$ cat src/gray_defines.svh
`ifndef GRAY_DEFINES_SVH
`define GRAY_DEFINES_SVH

// Memory geometry
`define GRAY_DATA_W      32
`define GRAY_ADDR_W      8
`define GRAY_MEM_WORDS   256

// Core program store and register file
`define GRAY_PC_W        5
`define GRAY_PROG_WORDS  32
`define GRAY_REG_W       4
`define GRAY_NUM_REGS    16

// Pixel channel width and luma weights, scaled by 1000
`define GRAY_CHAN_W      8
`define GRAY_W_R         299
`define GRAY_W_G         587
`define GRAY_W_B         114
`define GRAY_W_DIV       1000

// Fixed data memory locations
`define GRAY_PARAM_BASE  0   // src, dst, count follow in order
`define GRAY_STATUS_ADDR 3

`endif
$ cat src/gray_pkg.sv
`default_nettype none

`include "gray_defines.svh"

package gray_pkg;

  // One access to the shared data memory
  typedef struct packed {
    logic                    valid;
    logic                    write;
    logic [`GRAY_ADDR_W-1:0] addr;
    logic [`GRAY_DATA_W-1:0] wdata;
  } mem_req_t;

  // Low 24 bits of a pixel word, red on top
  typedef struct packed {
    logic [`GRAY_CHAN_W-1:0] r;
    logic [`GRAY_CHAN_W-1:0] g;
    logic [`GRAY_CHAN_W-1:0] b;
  } pixel_t;

  // Conversion job handed from core to engine
  typedef struct packed {
    logic [`GRAY_ADDR_W-1:0] src;
    logic [`GRAY_ADDR_W-1:0] dst;
    logic [`GRAY_ADDR_W:0]   count;  // Up to a full memory of pixels
  } conv_cmd_t;

  typedef enum logic [3:0] {
    OP_HALT = 4'd0,
    OP_LW   = 4'd1,
    OP_SW   = 4'd2,
    OP_ADDI = 4'd3,
    OP_CONV = 4'd4
  } opcode_t;

endpackage

`default_nettype wire

$ cat src/mem_arbiter.sv
`timescale 1ns/1ns
`default_nettype none

// Fixed priority: host, then core, then engine
module mem_arbiter (
  input  logic               clk,
  input  logic               reset,
  input  gray_pkg::mem_req_t host_req,
  input  gray_pkg::mem_req_t core_req,
  input  gray_pkg::mem_req_t eng_req,
  output logic               host_grant,
  output logic               core_grant,
  output logic               eng_grant,
  output gray_pkg::mem_req_t mem_req,
  output logic               host_rvalid,
  output logic               core_rvalid,
  output logic               eng_rvalid
);

  always_comb begin
    host_grant = host_req.valid;
    core_grant = core_req.valid && !host_req.valid;
    eng_grant  = eng_req.valid && !host_req.valid && !core_req.valid;

    if (host_grant) begin
      mem_req = host_req;
    end else if (core_grant) begin
      mem_req = core_req;
    end else if (eng_grant) begin
      mem_req = eng_req;
    end else begin
      mem_req = '0;  // Idle memory cycle
    end
  end

  // Read owner tracking, so the shared rdata word is tagged for one peer
  always_ff @(posedge clk or posedge reset) begin
    if (reset) begin
      host_rvalid <= 1'b0;
      core_rvalid <= 1'b0;
      eng_rvalid  <= 1'b0;
    end else begin
      host_rvalid <= host_grant && !host_req.write;
      core_rvalid <= core_grant && !core_req.write;
      eng_rvalid  <= eng_grant && !eng_req.write;
    end
  end

  // A peer that lost arbitration keeps the same request up
  a_core_holds: assert property (@(posedge clk) disable iff (reset)
    core_req.valid && !core_grant |=> $stable(core_req))
    else $error("core request changed while waiting for grant");

  a_eng_holds: assert property (@(posedge clk) disable iff (reset)
    eng_req.valid && !eng_grant |=> $stable(eng_req))
    else $error("engine request changed while waiting for grant");

endmodule

`default_nettype wire

$ cat config.mk
export PLATFORM = sky130hd
export DESIGN_NAME = mem_arbiter
export DESIGN_NICKNAME = d
export VERILOG_FILES = /design/src/gray_pkg.sv /design/src/mem_arbiter.sv
export VERILOG_INCLUDE_DIRS = /design/src
export SDC_FILE = /design/constraint.sdc
export NUM_CORES = 1
export LEC_CHECK = 0
export BUFFER_PORTS_ARGS = -buffer_cell sky130_fd_sc_hd__buf_2
export CAP_MARGIN = 30
export CORE_ASPECT_RATIO = 2
export CORE_MARGIN = 8
export CORE_UTILIZATION = 35
export CTS_BUF_LIST = sky130_fd_sc_hd__clkbuf_4
export DETAILED_ROUTE_END_ITERATION = 8
export PLACE_DENSITY = 0.84
export RECOVER_POWER = 100
export SLEW_MARGIN = 20
export SYNTH_ARGS = -nofsm -noshare
export SYNTH_HDL_FRONTEND = slang
export SYNTH_SLANG_ARGS = --single-unit
$ cat constraint.sdc
create_clock -name clk -period 1 [get_ports clk]
set_input_delay 0.15 -clock clk [delete_from_list [all_inputs] [get_ports clk]]
set_output_delay 0.15 -clock clk [all_outputs]
set_load 0.01 [all_outputs]
* Yosys cells after proc, flatten, opt, wreduce, memory -nomap -nowiden
Cells that the tools add are included.
Storage, ports and cells: flip-flop bits (word level) 3, output and inout bits 48, logic and storage cells 17, bits of input ports 128
Operators by class: muxes and demuxes 3, reductions and logical operators 11
Operators with widths (count):
- 42-bit 2-to-1 mux | 3
- 1-bit logical AND | 6
- 1-bit zero test | 5

* Depth between registers and ports, before layout
word-level depth 6, depth in mapped cells 4, mapped depth without buffers 2

* Worst setup path before layout
OpenSTA, ideal clock, no wires.
kind input port to output port, from input core_req[41] in the netlist's numbering, to output mem_req[32] in the netlist's numbering, setup slack 0.131 ns, buffers on the path 2, stages 4, data arrival time 0.719 ns, required time 0.850 ns, cells stage by stage buf_6 buf_6 nand3b_1 a21oi_2
RTL lines:
- start, declared | RTL line mem_arbiter.sv:9 | input gray_pkg::mem_req_t core_req,
- end, declared | RTL line mem_arbiter.sv:14 | output gray_pkg::mem_req_t mem_req,

==> results.md <==
* Worst rel slew slack at 84.8%
* Starting DRT DRC Count at ~140
* # diodes at 0
* Initial antenna violation count at 0
* DRT Wirelength at 7920 microns
* Peak Freq at 0.940 GHz
* Number of synthesized flops with an enable pin at 0
* Mapped Avg Cell Area at 7.64 sq um
* CP Data Required Time at around 850 ps
* Cell Area, Synth at 1510 sq um
* Post-route ant nets at 0
* Mux share of post-synthesis cell area at 0%
* Post-synthesis xor/xnor area fraction at 0%
* Termination of the worst setup path: mem_req[35]
* Die ar. at just under 7000 sq um
* CTS Buffer Depth at 2
* MaxCap Viol Count at 0
* # fillers at 329
* Die Y at 109 microns
* Largest cells by area after synthesis: a21oi_2, nand3b_1, nor2b_1
* Failing checks: negative setup slack
* Critical path peak fanout at 6
* CTS root buf: clkbuf_4
* Vias in the first global route at 2377
* Worst hold stages at 2
* Sequential area share after synthesis at 4.99%
* Cell accounting for the most synthesized area: a21oi_2
* # port buffers at 175
* Multi-input combinational cell area at 1320 sq um
* Final worst-path setup slack at -63.8 ps
* Via/cell ratio at 5.23
* DRC at 0
* Sink Count at 3
* Nets at about 510
* Top FF cell, synth: dfrtp_1
* Final GP Congestion at 0.811
* Slew Limit Fails at 0
* Final HPWL DP at 5510 microns
* Synth cell types at 14
* Chip Width at 62.4 microns
* Area share of the largest cell type after synthesis at 34.9%
* Post-synthesis adder-cell area fraction at 0%
* Hold Path Class: in2reg
* Main combinational cell family by area after synthesis: compound AO/OA/AOI/OAI gates
* Fin area at 2960 sq um
* Crit path DAT at 910 ps
* Tcrit/Tclk final at 106%
* H-tree depth at 1
* Leak at 0.00135 uW
* Boundary pin count at 176
* Via count at 2286
* Rows at 34
* Slew @ Worst Pin at 228 ps
* Min cycle time layout at approximately 1100 ps
* Setup violators final at 27
* Placed cell count at 420
* Cell Pwr Density at 577 nW/um^2
* Compound-Gate Fraction of Synth Area at a little over two fifths
* Worst setup path startpoint: core_req[41]
* Post-Layout Cell Count at 437
* Setup crit start kind: input port
* Area Overhead vs Synth at 96.9%
* RSZ-0062 raised after global routing: true
* Crit Path Category: in2out
* Largest net degree at the start of global routing at 27
* Gr ovfl total at 0
* First-pass GRT wire length at 11000 microns
* GRT Total Usage at 19.6%
* First-pass DRT Iterations at 4
* DR WL/cell at about 18 microns
* Starting Density at 35.4%
* Clock-pin slew on the worst setup and hold paths at approximately 40 ps
* CTS buffer count at 3
* Setup bufs post-CTS at 0
* Storage element area at 75.1 sq um
* Peak VDD IR at 387 uV
* Status: finished with violations
* Simple-Gate Fraction of Synth Area at around 40%
* Post-DP Area at 2460 sq um
* Synthesis Warnings at 0
* CTS tree: done
* Core Footprint at 4250 sq um
* Synth Instances at 197
* Final Hold Viols at 0
* Fraction of registers with async set/reset at 100%
* Post-synthesis register bit count at 3
* Syn Nets at around 330
* Setup TNS at -501 ps
* Share of layout cells above drive strength 1 at 71.5%
* Endpoint class of the critical path: primary output
==> per-stage QoR <==
stage / worst slack, ps / power [uW] / hold WS, ps / util (%)
finish: -63.8 / 1710 / 98.0 / 69.7
global route: -88.0 / 1830 / 94.6 / 69.7
CTS: -79.2 / 1590 / 82.5 / 64.0
detailed placement: -114 / 1220 / 16.5 / 57.8
global placement: -120 / 1210 / 12.5 / 57.8
floorplan: 131 / 721 / -96.4 / -
==> critical path, cell delays in order <==
cell      delay, ps
buf_16          130
buf_12          140
nand3b_1        170
a21oi_2         170
buf_2           150
==> synth_stat cells, types with 2 or more instances <==
cell type and instances:
nor2b_1 43, a21oi_2 60, buf_8 2, buf_4 4, a21oi_1 22, buf_6 7, clkbuf_1 6, dfrtp_1 3
buf_2 5, nand3b_1 41
==> layout make-up <==
type	instances	area share, %
flip-flops and latches	3	2.53
inverters	1	0.127
well taps	54	2.28
multi-input cells	169	44.5
repair buffers	206	49.6
clock buffers	4	1.01
==> worst min path at each step <==
stage | start | endpoint | slack (ps)
after floorplan | reset | core_rvalid | -100
after global placement | reset | host_rvalid | 10
after detailed placement | reset | eng_rvalid | 20
after CTS | eng_req[40] | eng_rvalid | 80
after global routing | eng_req[40] | eng_rvalid | 90
final | eng_req[40] | eng_rvalid | 100
==> registers in the layout, indices dropped and copies added (netlist names) <==
| register | flops |
|---|---|
| core_rvalid | 1 |
| host_rvalid | 1 |
| eng_rvalid | 1 |
==> report_power, final <==
| part | switching [uW] | internal (uW) |
|---|---|---|
| clock network | 70.9 | 177 |
| registers | 1.42 | 127 |
| logic | 608 | 725 |
==> per-layer routing <==
metal / global-route usage, % / routed length (microns) / up-vias
met2: 35.7 / 3760 / 180
met4: 4.27 / 167 / 0
met5: 0 / 0 / -
met1: 19.5 / 2960 / 1023
li1: - / - / 1069
met3: 9.98 / 1040 / 14
==> cell usage in the layout, fill, tap and decap left out, types with 6 or more instances in the layout <==
cell type and n:
buf_2 166, a21oi_2 56, nand3b_1 41, nor2b_1 39, a21oi_1 19, buf_6 8, a21oi_4 7, buf_16 6
clkbuf_16 6, buf_12 6
==> logic make-up after synthesis <==
kind of cell	Yosys count
buffers and inverters	25
DFF	3
AOI/OAI and AO/OA	82
and+or+nand+nor	87
==> timing repair <==
action | 4_1_cts | 5_1_grt
hold buffers | 1 | 0
gates resized for setup | 26 | 17
endpoints found under the setup margin | 43 | 43
pin swaps | 2 | 2
endpoints found under the hold margin | 3 | 0
cloned | 5 | 7
No activity file was read; power rests on OpenSTA's default activity.
