**src/gray_defines.svh**
```systemverilog
`ifndef GRAY_DEFINES_SVH
`define GRAY_DEFINES_SVH

// Memory geometry
`define GRAY_DATA_W      32
`define GRAY_ADDR_W      8
`define GRAY_MEM_WORDS   256

// Core program store and register file
`define GRAY_PC_W        5
`define GRAY_PROG_WORDS  32
`define GRAY_REG_W       4
`define GRAY_NUM_REGS    16

// Pixel channel width and luma weights, scaled by 1000
`define GRAY_CHAN_W      8
`define GRAY_W_R         299
`define GRAY_W_G         587
`define GRAY_W_B         114
`define GRAY_W_DIV       1000

// Fixed data memory locations
`define GRAY_PARAM_BASE  0   // src, dst, count follow in order
`define GRAY_STATUS_ADDR 3

`endif
```
**src/gray_pkg.sv**
```systemverilog
`default_nettype none

`include "gray_defines.svh"

package gray_pkg;

  // One access to the shared data memory
  typedef struct packed {
    logic                    valid;
    logic                    write;
    logic [`GRAY_ADDR_W-1:0] addr;
    logic [`GRAY_DATA_W-1:0] wdata;
  } mem_req_t;

  // Low 24 bits of a pixel word, red on top
  typedef struct packed {
    logic [`GRAY_CHAN_W-1:0] r;
    logic [`GRAY_CHAN_W-1:0] g;
    logic [`GRAY_CHAN_W-1:0] b;
  } pixel_t;

  // Conversion job handed from core to engine
  typedef struct packed {
    logic [`GRAY_ADDR_W-1:0] src;
    logic [`GRAY_ADDR_W-1:0] dst;
    logic [`GRAY_ADDR_W:0]   count;  // Up to a full memory of pixels
  } conv_cmd_t;

  typedef enum logic [3:0] {
    OP_HALT = 4'd0,
    OP_LW   = 4'd1,
    OP_SW   = 4'd2,
    OP_ADDI = 4'd3,
    OP_CONV = 4'd4
  } opcode_t;

endpackage

`default_nettype wire

```
**src/gray_engine.sv**
```systemverilog
`timescale 1ns/1ns
`default_nettype none

`include "gray_defines.svh"

// Read pixel, weight and divide, write gray word
module gray_engine (
  input  logic                    clk,
  input  logic                    reset,
  input  logic                    conv_start,
  input  gray_pkg::conv_cmd_t     conv_cmd,
  output gray_pkg::mem_req_t      mem_req,
  input  logic                    grant,
  input  logic                    rvalid,
  input  logic [`GRAY_DATA_W-1:0] rdata,
  output logic                    conv_done
);

  // Weights add up to 1000, so ten extra bits hold the sum
  localparam int SUM_W = `GRAY_CHAN_W + 10;

  typedef enum logic [2:0] {S_IDLE, S_RD_REQ, S_RD_WAIT, S_CALC, S_WR_REQ} state_t;

  state_t                  state;
  gray_pkg::conv_cmd_t     cmd_q;
  logic [`GRAY_ADDR_W:0]   idx;
  gray_pkg::pixel_t        pix;
  logic [`GRAY_CHAN_W-1:0] gray;
  logic [SUM_W-1:0]        wsum;
  logic [SUM_W-1:0]        quot;

  assign wsum = SUM_W'(pix.r) * SUM_W'(`GRAY_W_R) +
                SUM_W'(pix.g) * SUM_W'(`GRAY_W_G) +
                SUM_W'(pix.b) * SUM_W'(`GRAY_W_B);
  assign quot = wsum / SUM_W'(`GRAY_W_DIV);  // Truncating divide

  always_ff @(posedge clk or posedge reset) begin
    if (reset) begin
      state     <= S_IDLE;
      idx       <= '0;
      conv_done <= 1'b0;
    end else begin
      conv_done <= 1'b0;
      case (state)
        S_IDLE: begin
          idx <= '0;
          if (conv_start) begin
            if (conv_cmd.count == '0) conv_done <= 1'b1;  // Empty job
            else state <= S_RD_REQ;
          end
        end
        S_RD_REQ:  if (grant) state <= S_RD_WAIT;
        S_RD_WAIT: if (rvalid) state <= S_CALC;
        S_CALC:    state <= S_WR_REQ;
        default: begin
          if (grant) begin
            if (idx + 1'b1 == cmd_q.count) begin
              conv_done <= 1'b1;
              state     <= S_IDLE;
            end else begin
              idx   <= idx + 1'b1;
              state <= S_RD_REQ;
            end
          end
        end
      endcase
    end
  end

  always_ff @(posedge clk) begin
    if (state == S_IDLE && conv_start) cmd_q <= conv_cmd;
    if (state == S_RD_WAIT && rvalid) pix <= rdata[3*`GRAY_CHAN_W-1:0];
    if (state == S_CALC) gray <= quot[`GRAY_CHAN_W-1:0];
  end

  always_comb begin
    mem_req.valid = (state == S_RD_REQ) || (state == S_WR_REQ);
    mem_req.write = (state == S_WR_REQ);
    mem_req.addr  = ((state == S_WR_REQ) ? cmd_q.dst : cmd_q.src) +
                    idx[`GRAY_ADDR_W-1:0];
    mem_req.wdata = {{(`GRAY_DATA_W-`GRAY_CHAN_W){1'b0}}, gray};
  end

  // A new job only arrives once the previous one is finished
  a_start_when_idle: assert property (@(posedge clk) disable iff (reset)
    conv_start |-> state == S_IDLE)
    else $error("conv_start while engine busy");

endmodule

`default_nettype wire

```
**config.mk**
```make
export PLATFORM = sky130hd
export DESIGN_NAME = gray_engine
export DESIGN_NICKNAME = d
export VERILOG_FILES = /design/src/gray_pkg.sv /design/src/gray_engine.sv
export VERILOG_INCLUDE_DIRS = /design/src
export SDC_FILE = /design/constraint.sdc
export NUM_CORES = 1
export LEC_CHECK = 0
export ABC_AREA = 1
export BUFFER_PORTS_ARGS = -buffer_cell sky130_fd_sc_hd__buf_2
export CAP_MARGIN = 40
export CELL_PAD_IN_SITES_DETAIL_PLACEMENT = 0
export CELL_PAD_IN_SITES_GLOBAL_PLACEMENT = 2
export CORE_AREA = 5 5 159 161
export CTS_CLUSTER_DIAMETER = 50
export DETAILED_ROUTE_END_ITERATION = 8
export DIE_AREA = 0 0 164 166
export GPL_TIMING_DRIVEN = 0
export PLACE_DENSITY_LB_ADDON = 0.2
export RECOVER_POWER = 50
export SYNTH_ARGS = -nofsm -noshare
export SYNTH_HDL_FRONTEND = slang
export SYNTH_SLANG_ARGS = --single-unit
```
**constraint.sdc**
```tcl
create_clock -name clk -period 14.6 [get_ports clk]
set_input_delay 0 -clock clk [delete_from_list [all_inputs] [get_ports clk]]
set_output_delay 0 -clock clk [all_outputs]
set_load 0.03 [all_outputs]
```
* Word-level counts from Yosys, hierarchy flattened *
Index checks and enable logic that the tools add are counted.

word-level totals
  flip-flop bits (word level) = 70
  output and inout bits = 43

operators by class
  add/sub/neg operators = 4
  multiply operators = 3
  div/mod/pow operators = 1
  equality and inequality tests = 10
  mux-type cells = 16
  bitwise operators = 1
  reduce and logical (&&, ||, !) cells = 10

operator list
  kind                    number
  $add 17x18->18          1
  $add 18x15->18          1
  $div 18x10->18 const B  1
  $mul 8x10->18 const B   1
  $mux 9                  2
  $pmux 9 s2              1
  $mul 8x9->17 const B    1
  $mux 3                  5
  $mul 8x6->14 const B    1
  $pmux 3 s4              1
  $add 9x1->9 const B     1
  $eq 9x9->1              1
  $logic_not 9->1         1
  $add 8x8->8             1
  $mux 8                  1
  $ne 2x2->1 const B      4
  $eq 3x2->1 const B      2
  $mux 1                  5
  $reduce_and 5->1        1
  $reduce_bool 4->1       1
  $eq 3x1->1 const B      1
  $eq 3x3->1 const B      1
  $logic_not 3->1         1
  $reduce_and 3->1        1
  other kinds (7)         8

* Longest topological paths before layout *
  word-level depth = 5
  depth in mapped cells = 74
  depth with buffers taken out = 74

* Worst setup path before layout *
OpenSTA, ideal clock, no wires.

  path kind = reg-to-reg
  start point = register pix[0] in the netlist's numbering
  end point = register gray[0], data pin
  arrival = 9.093 ns
  setup slack = 5.255 ns
  cell stages (with the launch flop) = 66
  path buffers = 0
  period minus slack after synthesis = 9.345 ns
  path through = edfxtp_1 -> fa_1 -> inv_1 -> fa_1 -> inv_1 -> ha_1 -> ha_1 -> inv_1 -> fa_1 -> o21ai_0 -> a21oi_1 -> o21ai_0 -> xnor2_1 -> inv_1 -> ha_1 -> inv_1 -> fa_1 -> fa_1 -> (+30 left out) -> nand2_1 -> nor2_2 -> nand2_1 -> nor2_1 -> o21ai_1 -> nand2_1 -> nor2_4 -> nand2_2 -> o21ai_4 -> nand2_2 -> nand3_2 -> nand2_2 -> a21oi_1 -> nand2_1 -> nand3b_1 -> nor2_1 -> nand2_1 -> nand2_1

on the way
  cells in the longest elaborated chain, start to end = 3

ends and longest elaborated chain
  what                    RTL line           text
  start, declared         gray_engine.sv:27  gray_pkg::pixel_t pix;
  start signal, assigned  gray_engine.sv:72  if (state == S_RD_WAIT && rvalid) pix <= rdata[3*`GRAY_CHAN_W-1:0];
  $mul 8x6->14            gray_engine.sv:34  SUM_W'(pix.b) * SUM_W'(`GRAY_W_B);
  $add 18x15->18          gray_engine.sv:32  assign wsum = SUM_W'(pix.r) * SUM_W'(`GRAY_W_R) +
  $div 18x10->18          gray_engine.sv:35  assign quot = wsum / SUM_W'(`GRAY_W_DIV);
  via quot[0]             gray_engine.sv:30  logic [SUM_W-1:0] quot;
  end signal, assigned    gray_engine.sv:73  if (state == S_CALC) gray <= quot[`GRAY_CHAN_W-1:0];
  end, declared           gray_engine.sv:28  logic [`GRAY_CHAN_W-1:0] gray;

The timed path passes the listed nets, and every way through them passes these cells.
A chain may end at the register's enable or synchronous reset.

* Worst setup path after layout *
Same ends and word-level chain as after synthesis.

==> impl_metrics.py <==
metrics = {
    "sta": {
        "max_freq_ghz": 0.0940,
        "rsz0062_at_grt": "false",
        "setup_viol": 0,
        "fin_tns_setup_ns": 0,
        "finalMaxSlewViolations": 0,
        "skew_ns": 0.0117,
        "tightest_slew_ns": 0.673,
        "period_minus_slack_ns": 10.63,
        "hold_violations": 0,
        "max_slew_margin_pct": 54.8,
        "min_period_over_period_pct": 72.8,
    },
    "routing": {
        "vias": 7000,
        "routed_wirelength_mm": 19.5,
        "initialDrtViolationCount": 239,
        "routed_via_density": 4.36,
        "ant_nets": 0,
        "dr.pass1.iters": 4,
        "route.detailed.drc": 0,
        "wl_per_cell_um": 12.2,
    },
    "placement": {
        "globalplace.congestion": 0.786,
        "hpwl_mm": 16.6,
        "portBuffers": 72,
    },
    "die": {
        "die_h_um": 166,
        "io_pins": 105,
        "core_area_um2": 23800,
        "floorplan.die_area_um2": 27200,
        "rows": 57,
        "die_w_um": 164,
        "initial_utilization_pct": 37.9,
    },
    "setup_path": {
        "critical-path-max-stage-delay_ns": 0.57,
        "critPathArrivalTime_ns": 10.74,
        "path_class": "flop to flop",
        "required_ns": 14.71,
        "slowest_stage": "fa_1",
        "cp_max_fo": 10,
        "cp_common_cell": "nand2_1",
        "endpoint_kind": "flop",
        "startpoint_type": "flop",
    },
    "grt": {
        "grt_pass1_vias": 7210,
        "grt_overflow": 0,
        "grt_max_degree": 19,
        "grt_usage_pct": 15.2,
        "antenna_found_initial": 0,
        "grt_pass1_wl_mm": 33.7,
    },
    "finish": {
        "layout_commonest_cell": "inv_1",
        "area_growth_pct": 18.5,
        "nFillCells": 2456,
        "multi_input_area_um2": 5900,
        "drive_gt1_share_pct": 13.7,
        "diodes": 0,
        "seq_area_um2": 2040,
        "layout.nets": 1523,
        "final_cell_mix": "inv_1, nand2_1, ha_1",
    },
    "hold_path": {
        "min_path_type": "primary input to flop",
    },
    "synth": {
        "syn-mean-instance-area_um2": 8.10,
        "ys_ff_latch": 70,
        "yosysWarnings": 0,
        "yosysTopAreaCellShare_pct": 18.9,
        "synth_top_area_cell": "edfxtp_1",
        "synth_cell_types": 42,
        "synth_edf_count": 57,
        "syn_area_um2": 9040,
        "synthArstFlopShare_pct": 18.6,
        "synth_ff_type": "edfxtp_1",
        "ys_seq_area_share_pct": 22.5,
        "synthTopCellsByArea": "edfxtp_1, fa_1, ha_1",
        "synthesis.instances": 1116,
    },
    "clock_network": {
        "post_cts_resized": 0,
        "path_clk_slew_ns": 0.06,
        "clockBufferDepth": 2,
        "clk_latency_ns": 0.35,
        "cts-hold-fix-buffers": 50,
        "cts_tree": "done",
        "clock-sinks": 70,
        "postCtsSetupBuffers": 0,
        "htree_num_levels": 3,
        "cts-root-buf": "clkbuf_16",
        "cts_buffers": 9,
    },
    "status": {
        "outcome": "completed",
    },
    "run": {
        "drv_cap": 0,
    },
}
synth_stat cells, types with 3 or more instances:
cell      instances
buf_4            24
nor3_1            5
nor2_2           13
inv_2            15
nor2_1           50
fa_1             73
a21oi_1          31
inv_1           253
o22ai_1           6
nand2_4          10
o21ai_1           6
edfxtp_1         57
xor2_1           31
ha_1            111
nand3b_1          5
nor2_4            6
nand2_2          16
dfrtp_1          13
nand2_1         248
a21oi_2           3
o21ai_0          12
nand4_1          12
nand3_1          70
nand3_2           5
and2_1            4
o21bai_1          3
o211ai_1          4
xnor2_1          11
stage by stage:
stage	instance area [µm²]	utilization (%)	cells	worst slack [ns]	hold WS (ns)
after floorplan	9120	-	1139	5.25	-0.123
after global placement	9890	41.5	1535	3.79	0.0962
after detailed placement	9940	41.7	1540	3.83	0.0790
after CTS	10700	45.1	1606	3.79	0.0350
after global routing	10700	44.9	1606	2.81	0.0417
final	10700	44.9	1606	3.97	0.0153
layer usage:
metal | track usage (%) | part of all wire [%]
met1 | 20.4 | 48
met2 | 25.8 | 48
met3 | 2.11 | 2.7
met4 | 3.65 | 1.1
met5 | 0 | 0
worst max-delay path: cells and delay by family (launching register included):
| kind | cells | cell delay, ns |
|---|---|---|
| buf+inv | 8 | 0.48 |
| flops | 1 | 0.47 |
| xor+xnor | 1 | 0.15 |
| simple gates | 38 | 3.87 |
| compound gates | 10 | 1.85 |
| fa+ha+maj | 9 | 3.54 |
worst paths after layout:
kind / from / to / slack [ns] / depth (start not counted)
max reg2reg: pix[0]$_DFFE_PP_ / gray[0]$_DFFE_PP_ / 3.97 / 66
min reg2reg: idx[8]$_DFFE_PP0P_ / idx[8]$_DFFE_PP0P_ / 0.53 / 2
min in group asynchronous: reset / conv_done$_DFF_PP0_ / 0.25 / 3
max: pix[0]$_DFFE_PP_ / gray[0]$_DFFE_PP_ / 3.97 / 66
max in group asynchronous: reset / idx[3]$_DFFE_PP0P_ / 13.98 / 3
min: grant / conv_done$_DFF_PP0_ / 0.02 / 3
cell type report:
| class | instances | area share, % |
|---|---|---|
| clock inverters | 7 | 0.678 |
| well taps | 324 | 3.79 |
| clock buffers | 9 | 2.10 |
| flip-flops and latches | 70 | 19.0 |
| inverters | 268 | 9.40 |
| repair buffers | 127 | 8.19 |
| multi-input cells | 777 | 55.1 |
| plain buffers | 24 | 1.68 |
registers in the layout (all words and copies together), names as in the netlist:
name and flops:
pix 24, state 3, idx 9, gray 8
cmd_q 25, conv_done 1
cell families after synthesis:
| kind of cell | after synthesis | share of synthesized area, % |
|---|---|---|
| buffers and inverters | 292 | 13.1 |
| AND/OR/NAND/NOR | 451 | 23.4 |
| flip-flops | 70 | 22.5 |
| XOR/XNOR | 42 | 4.07 |
| other | 1 | 0.0415 |
| AO/OA/AOI/OAI | 75 | 5.15 |
| adder cells (fa/ha/maj) | 184 | 31.5 |
| multiplexers | 1 | 0.111 |
Power is left out: the tool's default activity adds up to more than one toggle a clock period on the data nets, which glitch-free logic cannot reach.
