File: src/gray_defines.svh
`ifndef GRAY_DEFINES_SVH
`define GRAY_DEFINES_SVH

// Memory geometry
`define GRAY_DATA_W      32
`define GRAY_ADDR_W      8
`define GRAY_MEM_WORDS   256

// Core program store and register file
`define GRAY_PC_W        5
`define GRAY_PROG_WORDS  32
`define GRAY_REG_W       4
`define GRAY_NUM_REGS    16

// Pixel channel width and luma weights, scaled by 1000
`define GRAY_CHAN_W      8
`define GRAY_W_R         299
`define GRAY_W_G         587
`define GRAY_W_B         114
`define GRAY_W_DIV       1000

// Fixed data memory locations
`define GRAY_PARAM_BASE  0   // src, dst, count follow in order
`define GRAY_STATUS_ADDR 3

`endif
File: src/program.hex
// One instruction per line: op[31:28] ra[27:24] rb[23:20] rc[19:16] imm[15:0]
// Loads src/dst/count, converts, stores status 1, halts
10100000
10200001
10300002
41230000
30400001
20400003
00000000

File: src/gray_pkg.sv
`default_nettype none

`include "gray_defines.svh"

package gray_pkg;

  // One access to the shared data memory
  typedef struct packed {
    logic                    valid;
    logic                    write;
    logic [`GRAY_ADDR_W-1:0] addr;
    logic [`GRAY_DATA_W-1:0] wdata;
  } mem_req_t;

  // Low 24 bits of a pixel word, red on top
  typedef struct packed {
    logic [`GRAY_CHAN_W-1:0] r;
    logic [`GRAY_CHAN_W-1:0] g;
    logic [`GRAY_CHAN_W-1:0] b;
  } pixel_t;

  // Conversion job handed from core to engine
  typedef struct packed {
    logic [`GRAY_ADDR_W-1:0] src;
    logic [`GRAY_ADDR_W-1:0] dst;
    logic [`GRAY_ADDR_W:0]   count;  // Up to a full memory of pixels
  } conv_cmd_t;

  typedef enum logic [3:0] {
    OP_HALT = 4'd0,
    OP_LW   = 4'd1,
    OP_SW   = 4'd2,
    OP_ADDI = 4'd3,
    OP_CONV = 4'd4
  } opcode_t;

endpackage

`default_nettype wire

File: src/ls_core.sv
`timescale 1ns/1ns
`default_nettype none

`include "gray_defines.svh"

// Multi-cycle load/store core driving the gray engine
module ls_core (
  input  logic                    clk,
  input  logic                    reset,
  input  logic                    run,
  output gray_pkg::mem_req_t      mem_req,
  input  logic                    grant,
  input  logic                    rvalid,
  input  logic [`GRAY_DATA_W-1:0] rdata,
  output logic                    conv_start,
  output gray_pkg::conv_cmd_t     conv_cmd,
  input  logic                    conv_done,
  output logic                    halted
);

  typedef enum logic [2:0] {
    S_IDLE, S_FETCH, S_DECODE, S_EXEC, S_MEM, S_WAIT_CONV, S_HALT
  } state_t;

  state_t                  state;
  logic [`GRAY_PC_W-1:0]   pc;
  logic [`GRAY_DATA_W-1:0] ir;
  logic                    rd_pend;  // LW granted, data not back yet

  logic [`GRAY_DATA_W-1:0] rom [`GRAY_PROG_WORDS];
  logic [`GRAY_DATA_W-1:0] rf [`GRAY_NUM_REGS];

  gray_pkg::opcode_t       op;
  logic [`GRAY_REG_W-1:0]  ra, rb, rc;
  logic [15:0]             imm;
  logic [`GRAY_DATA_W-1:0] op_a, op_b, op_c;
  logic [`GRAY_DATA_W-1:0] sum;
  logic [`GRAY_ADDR_W-1:0] mem_addr;
  logic                    rf_we;
  logic [`GRAY_DATA_W-1:0] rf_wdata;

  initial $readmemh("/design/src/program.hex", rom);

  // Field split of the instruction word
  assign op  = gray_pkg::opcode_t'(ir[31:28]);
  assign ra  = ir[27 -: `GRAY_REG_W];
  assign rb  = ir[23 -: `GRAY_REG_W];
  assign rc  = ir[19 -: `GRAY_REG_W];
  assign imm = ir[15:0];
  assign sum = op_a + {16'h0000, imm};  // Immediate is zero-extended

  function automatic logic [`GRAY_DATA_W-1:0] rf_read(input logic [`GRAY_REG_W-1:0] idx);
    return (idx == '0) ? '0 : rf[idx];  // r0 is hard zero
  endfunction

  // Write-back from ADDI in EXEC or from returning LW data
  assign rf_we    = (state == S_EXEC && op == gray_pkg::OP_ADDI) ||
                    (state == S_MEM && rd_pend && rvalid);
  assign rf_wdata = (state == S_MEM) ? rdata : sum;

  always_ff @(posedge clk or posedge reset) begin
    if (reset) begin
      state   <= S_IDLE;
      pc      <= '0;
      rd_pend <= 1'b0;
    end else begin
      case (state)
        S_IDLE:   if (run) state <= S_FETCH;
        S_FETCH: begin
          pc    <= pc + 1'b1;
          state <= S_DECODE;
        end
        S_DECODE: state <= S_EXEC;
        S_EXEC: begin
          case (op)
            gray_pkg::OP_LW,
            gray_pkg::OP_SW:   state <= S_MEM;
            gray_pkg::OP_CONV: state <= S_WAIT_CONV;
            gray_pkg::OP_HALT: state <= S_HALT;
            default:           state <= S_FETCH;  // ADDI done this cycle
          endcase
        end
        S_MEM: begin
          if (rd_pend) begin
            if (rvalid) begin
              rd_pend <= 1'b0;
              state   <= S_FETCH;
            end
          end else if (grant) begin
            if (op == gray_pkg::OP_LW) rd_pend <= 1'b1;
            else state <= S_FETCH;
          end
        end
        S_WAIT_CONV: if (conv_done) state <= S_FETCH;
        default:  state <= S_HALT;  // Stays here until reset
      endcase
    end
  end

  always_ff @(posedge clk) begin
    if (state == S_FETCH) ir <= rom[pc];
    if (state == S_DECODE) begin
      op_a <= rf_read(ra);
      op_b <= rf_read(rb);
      op_c <= rf_read(rc);
    end
    if (state == S_EXEC) mem_addr <= sum[`GRAY_ADDR_W-1:0];
    if (rf_we) rf[rb] <= rf_wdata;
  end

  always_comb begin
    mem_req.valid = (state == S_MEM) && !rd_pend;  // Held until granted
    mem_req.write = (op == gray_pkg::OP_SW);
    mem_req.addr  = mem_addr;
    mem_req.wdata = op_b;
  end

  assign conv_start     = (state == S_EXEC) && (op == gray_pkg::OP_CONV);
  assign conv_cmd.src   = op_a[`GRAY_ADDR_W-1:0];
  assign conv_cmd.dst   = op_b[`GRAY_ADDR_W-1:0];
  assign conv_cmd.count = op_c[`GRAY_ADDR_W:0];
  assign halted         = (state == S_HALT);

  // The engine answers only a core that is waiting for it
  a_done_when_waiting: assert property (@(posedge clk) disable iff (reset)
    conv_done |-> state == S_WAIT_CONV)
    else $error("conv_done while core not in WAIT_CONV");

endmodule

`default_nettype wire

File: config.mk
export PLATFORM = sky130hd
export DESIGN_NAME = ls_core
export DESIGN_NICKNAME = d
export VERILOG_FILES = /design/src/gray_pkg.sv /design/src/ls_core.sv
export VERILOG_INCLUDE_DIRS = /design/src
export SDC_FILE = /design/constraint.sdc
export NUM_CORES = 1
export LEC_CHECK = 0
export BUFFER_PORTS_ARGS = -buffer_cell sky130_fd_sc_hd__buf_2
export CORE_AREA = 5 5 56 58
export CTS_BUF_LIST = sky130_fd_sc_hd__clkbuf_4 sky130_fd_sc_hd__clkbuf_8 sky130_fd_sc_hd__clkbuf_16
export CTS_CLUSTER_SIZE = 10
export DETAILED_ROUTE_END_ITERATION = 10
export DIE_AREA = 0 0 61 63
export PLACE_DENSITY = 0.77
export SKIP_LAST_GASP = 1
export SLEW_MARGIN = 30
export SYNTH_ARGS = -nofsm -noshare
export SYNTH_HDL_FRONTEND = slang
export SYNTH_SLANG_ARGS = --single-unit
File: constraint.sdc
create_clock -name clk -period 1.07 [get_ports clk]
set_input_delay 0.0535 -clock clk [delete_from_list [all_inputs] [get_ports clk]]
set_output_delay 0.0535 -clock clk [all_outputs]
set_load 0.1 [all_outputs]
### Word level (Yosys, flattened, before mapping)

Memories as Yosys holds them, arrays and structs flattened. A register that Yosys moved wholly into a read port is not among the register bits.
Index checks and enable logic that the tools add are counted.
W data, S select, Z words.

* memory bits (writable): 512
* logic and storage cells: 50
* register bits after elaboration: 44
* memories kept: 1
* output and inout bits: 69

Memories
* rf: depth 16, bits a word 32, read ports 3, clocked after memory_dff 3, wr ports 1, line ls_core.sv:31 `` logic [`GRAY_DATA_W-1:0] rf [`GRAY_NUM_REGS]; ``

* muxes and demuxes: 15
* reduce and logical (&&, ||, !) cells: 14
* add/subtract/negate cells: 1
* equality and inequality tests: 15

Operators with widths (count)
* $add A32 B16 Y32: 1
* $mux W32: 1
* $mux W3: 6
* $pmux W3 S6: 1
* $logic_not A4 Y1: 4
* $eq A3 B3 Y1 const B: 3
* $ne A3 B3 Y1 const B: 3
* $pmux W3 S3: 1
* $eq A4 B2 Y1 const B: 2
* $eq A3 B2 Y1 const B: 2
* $mux W1: 6
* $logic_and A1 B1 Y1: 5
* $reduce_and A5 Y1: 1
* $eq A4 B1 Y1 const B: 1
* $eq A4 B3 Y1 const B: 1
* $ne A2 B2 Y1 const B: 2
* $eq A3 B1 Y1 const B: 1
* $logic_not A3 Y1: 1
* $reduce_or A2 Y1: 1
* $logic_not A1 Y1: 1
* $logic_or A1 B1 Y1: 1

### Logic depth before layout (Yosys ltp)

* word-level depth: 6
* gate-level depth with buffers: 2
* mapped depth without buffers: 2

### Worst setup path after synthesis

OpenSTA, ideal clock, no wires.

* path kind: reg-to-output
* start point: register state[2]
* end point: output port halted
* buffers on the path: 0
* data required time: 1016 ps
* cell stages (with the launch flop): 3
* path slack: -1630 ps
* arrival time: 2646 ps
* path through: dfrtp_1 -> inv_1 -> nor3b_1

* cells in the longest elaborated chain, start to end: 1

Ends and longest elaborated chain
* from (decl): line ls_core.sv:25 `state_t state;`
* from (signal assigned): line ls_core.sv:63 `state <= S_IDLE;`
* from (signal assigned): line ls_core.sv:68 `S_IDLE: if (run) state <= S_FETCH;`
* from (signal assigned): line ls_core.sv:71 `state <= S_DECODE;`
* $eq A3 B3 Y1: line ls_core.sv:122 `assign halted = (state == S_HALT);`
* to (decl): line ls_core.sv:18 `output logic halted`

Every way passes these cells.

==> results_dict.tcl <==
set metrics [dict create \
    grt_usage_pct 3.677 \
    grt_pass1_vias 253 \
    ant_nets 0 \
    numCtsBuffers 3 \
    post_dp_cell_area_um2 576.8 \
    synthesis.area_um2 700.7 \
    setup_ws_ns -0.2178 \
    status "finished with violations" \
    clk_pin_slew_ns 0.04 \
    synthFlopType "dfrtp_1" \
    die_h_um 63 \
    cap_violations 0 \
    drt-total-wl_mm 1.014 \
    first_iter_violations 0 \
    syn_inst 86 \
    top_layer_used "met3" \
    rsz0062_at_grt "yes" \
    synth_common_cells "buf_4 (67), dfrtp_1 (4), inv_1 (2), nor3b_1 (2)" \
    fin_hold_ws_ns 0.03541 \
    arrival_ns 1.23 \
    yosysTopAreaCell "buf_4" \
    routed-via-count 363 \
    wire_per_inst_um 7.624 \
    power_density_nw_per_um2 2322 \
    drive_gt1_share_pct 23.53 \
    core-area_um2 2615 \
    setup_viol 4 \
    fin_util_pct 25.50 \
    cts_root_buf "clkbuf_4" \
    synth-edff-count 0 \
    final_hold_viol_count 0 \
    sw_frac_of_total_pct 75.36 \
    cp-end-kind "primary output" \
    violations "negative setup slack" \
    routed-wl-met2_um 581 \
    core.rowCount 19 \
    die-area_um2 3843 \
    path_class "reg2out" \
    setup.worst_path.start "state[0]" \
    dr.pass1.iters 1 \
    reg2reg_slack_ns -0.18 \
    dieWidth_um 61 \
    grt_pass1_wl_um 966 \
    synthArstFlopShare_pct 100.0 \
    required_ns 1.02 \
    p_sw_w 0.001167 \
    globalRoute.totalOverflow 0 \
    clkLatencyLatePin_ns 0.24 \
    period_minus_slack_ns 1.288 \
    synth_top_area_share_pct 71.79 \
    crit_path_end "mem_req[41]" \
    fin_area_um2 666.9 \
    finalClockSkew_ns 0.005007 \
    drc 0 \
    hold_path.class "in2reg" \
    cts.sinks 4 \
    gp_congestion 0.7097 \
    pre_cts_slack_ns 0.01905 \
    drv_slew 0 \
    met3_length_um 217 \
    rr_endpoint "state[2]" \
    total_power_w 0.001549 \
    post-route-period-util_pct 120.4 \
    ys_ff_latch 4 \
    cellLeakagePower_nw 0.4050 \
    antenna_found_initial 0 \
    timing.rr.start "state[0]" \
    p_seq_share_pct 10.3 \
    startpoint_type "flip-flop" \
    diodes 0 \
    clock_path_buffers 2 \
    hpwl_um 829 \
    port_buffers 6 \
    ys_seq_area_share_pct 14.29 \
    avgSynthCellArea_um2 8.147 \
    start_util_pct 26.79 \
    synth.distinct_cells 15 \
    cp_max_fo 3 \
    ys_top_cells_by_area "buf_4 (72%), dfrtp_1 (14%), nor3b_1 (2.1%)" \
    io_pins 107 \
    cts_tree "done" \
    syn_to_final_growth_pct -4.821 \
    ys_warn_count 0 \
    synth.most_common_cell "buf_4" \
    grt_max_degree 7 \
    max_freq_mhz 776.5 \
    p_comb_share_pct 74.7 \
    r2r_cells 4 \
    nets 141 \
    irDropWorstVdd_v 0.0007171 \
    clkPwrFrac_pct 15.0 \
    p_int_w 0.0003816 \
    via_per_inst 2.729 \
    wl_met1_um 215 \
    cts_htree_levels 1 \
]
## layout make-up
class	count	area, um^2
tap	31	38.79
timing repair buffer	13	118.9
inverter	2	7.507
multi-input combinational	79	369.1
clock buffer	4	30.03
fill	290	1948
sequential	4	102.6
## power by group through the flow
stage	sequential, W	clock [W]	combinational [W]
detailed placement	0.000162	0	0.00114
floorplan	0.000162	0	0.00129
global placement	0.000161	0	0.00114
CTS	0.000160	0.000245	0.00114
global route	0.000160	0.000252	0.00118
finish	0.000160	0.000232	0.00116
## stage by stage
stage          cells  TNS (ns)
6_report         133   -0.6564
3_3_place_gp     123         0
3_5_place_dp     123         0
5_1_grt          133   -0.8277
2_1_floorplan    152   -0.4227
4_1_cts          130   -0.4449
## sequential cells by signal (all words and copies together), names as in the netlist
name     flops
rd_pend      1
state        3
## critical path: stages (launching register included)
cell	delay (ns)
dfrtp_2	0.42
nor3b_2	0.21
nor2b_4	0.19
buf_12	0.18
## how the worst min path moves through the flow
stage | cells past startpoint | end | start | slack, ns
after floorplan | 1 | rd_pend | reset | -0.18
after global placement | 2 | rd_pend | reset | -0.06
after detailed placement | 2 | rd_pend | reset | -0.05
after CTS | 2 | rd_pend | rvalid | 0.03
after global routing | 2 | rd_pend | rvalid | 0.05
final | 2 | rd_pend | rvalid | 0.04
## cell usage in the layout, fill, tap and decap left out
cell	count
conb_1	67
buf_4	5
clkbuf_4	4
buf_2	4
buf_12	2
dfrtp_1	2
dfrtp_2	2
nor3b_2	1
a21boi_0	1
inv_2	1
a21o_2	1
a21oi_1	1
or2_1	1
nor2_1	1
o32ai_2	1
nor2b_4	1
nor3b_4	1
inv_1	1
and3b_1	1
o21a_1	1
a211o_1	1
dlygate4sd3_1	1
buf_6	1
## layer usage
layer  vias to the layer above  track usage, %
li1                        165               -
met1                       164           3.206
met2                        34           5.214
met3                         0           2.893
met4                         0           3.252
met5                         -               0
## timing repair
item	CTS	global route
hold buffers	1	0
hold endpoints to repair	4	0
pin swaps	1	2
resized for setup	1	3
endpoints found under the setup margin	2	4
setup buffers	2	3
## logic make-up after synthesis
logic type | share of synthesized area (%)
AOI/OAI and AO/OA | 6.608
buffers and inverters | 72.86
DFF | 14.29
other | 0.5352
and+or+nand+nor | 5.715
Note: power is estimated with default switching activity, not from simulation.
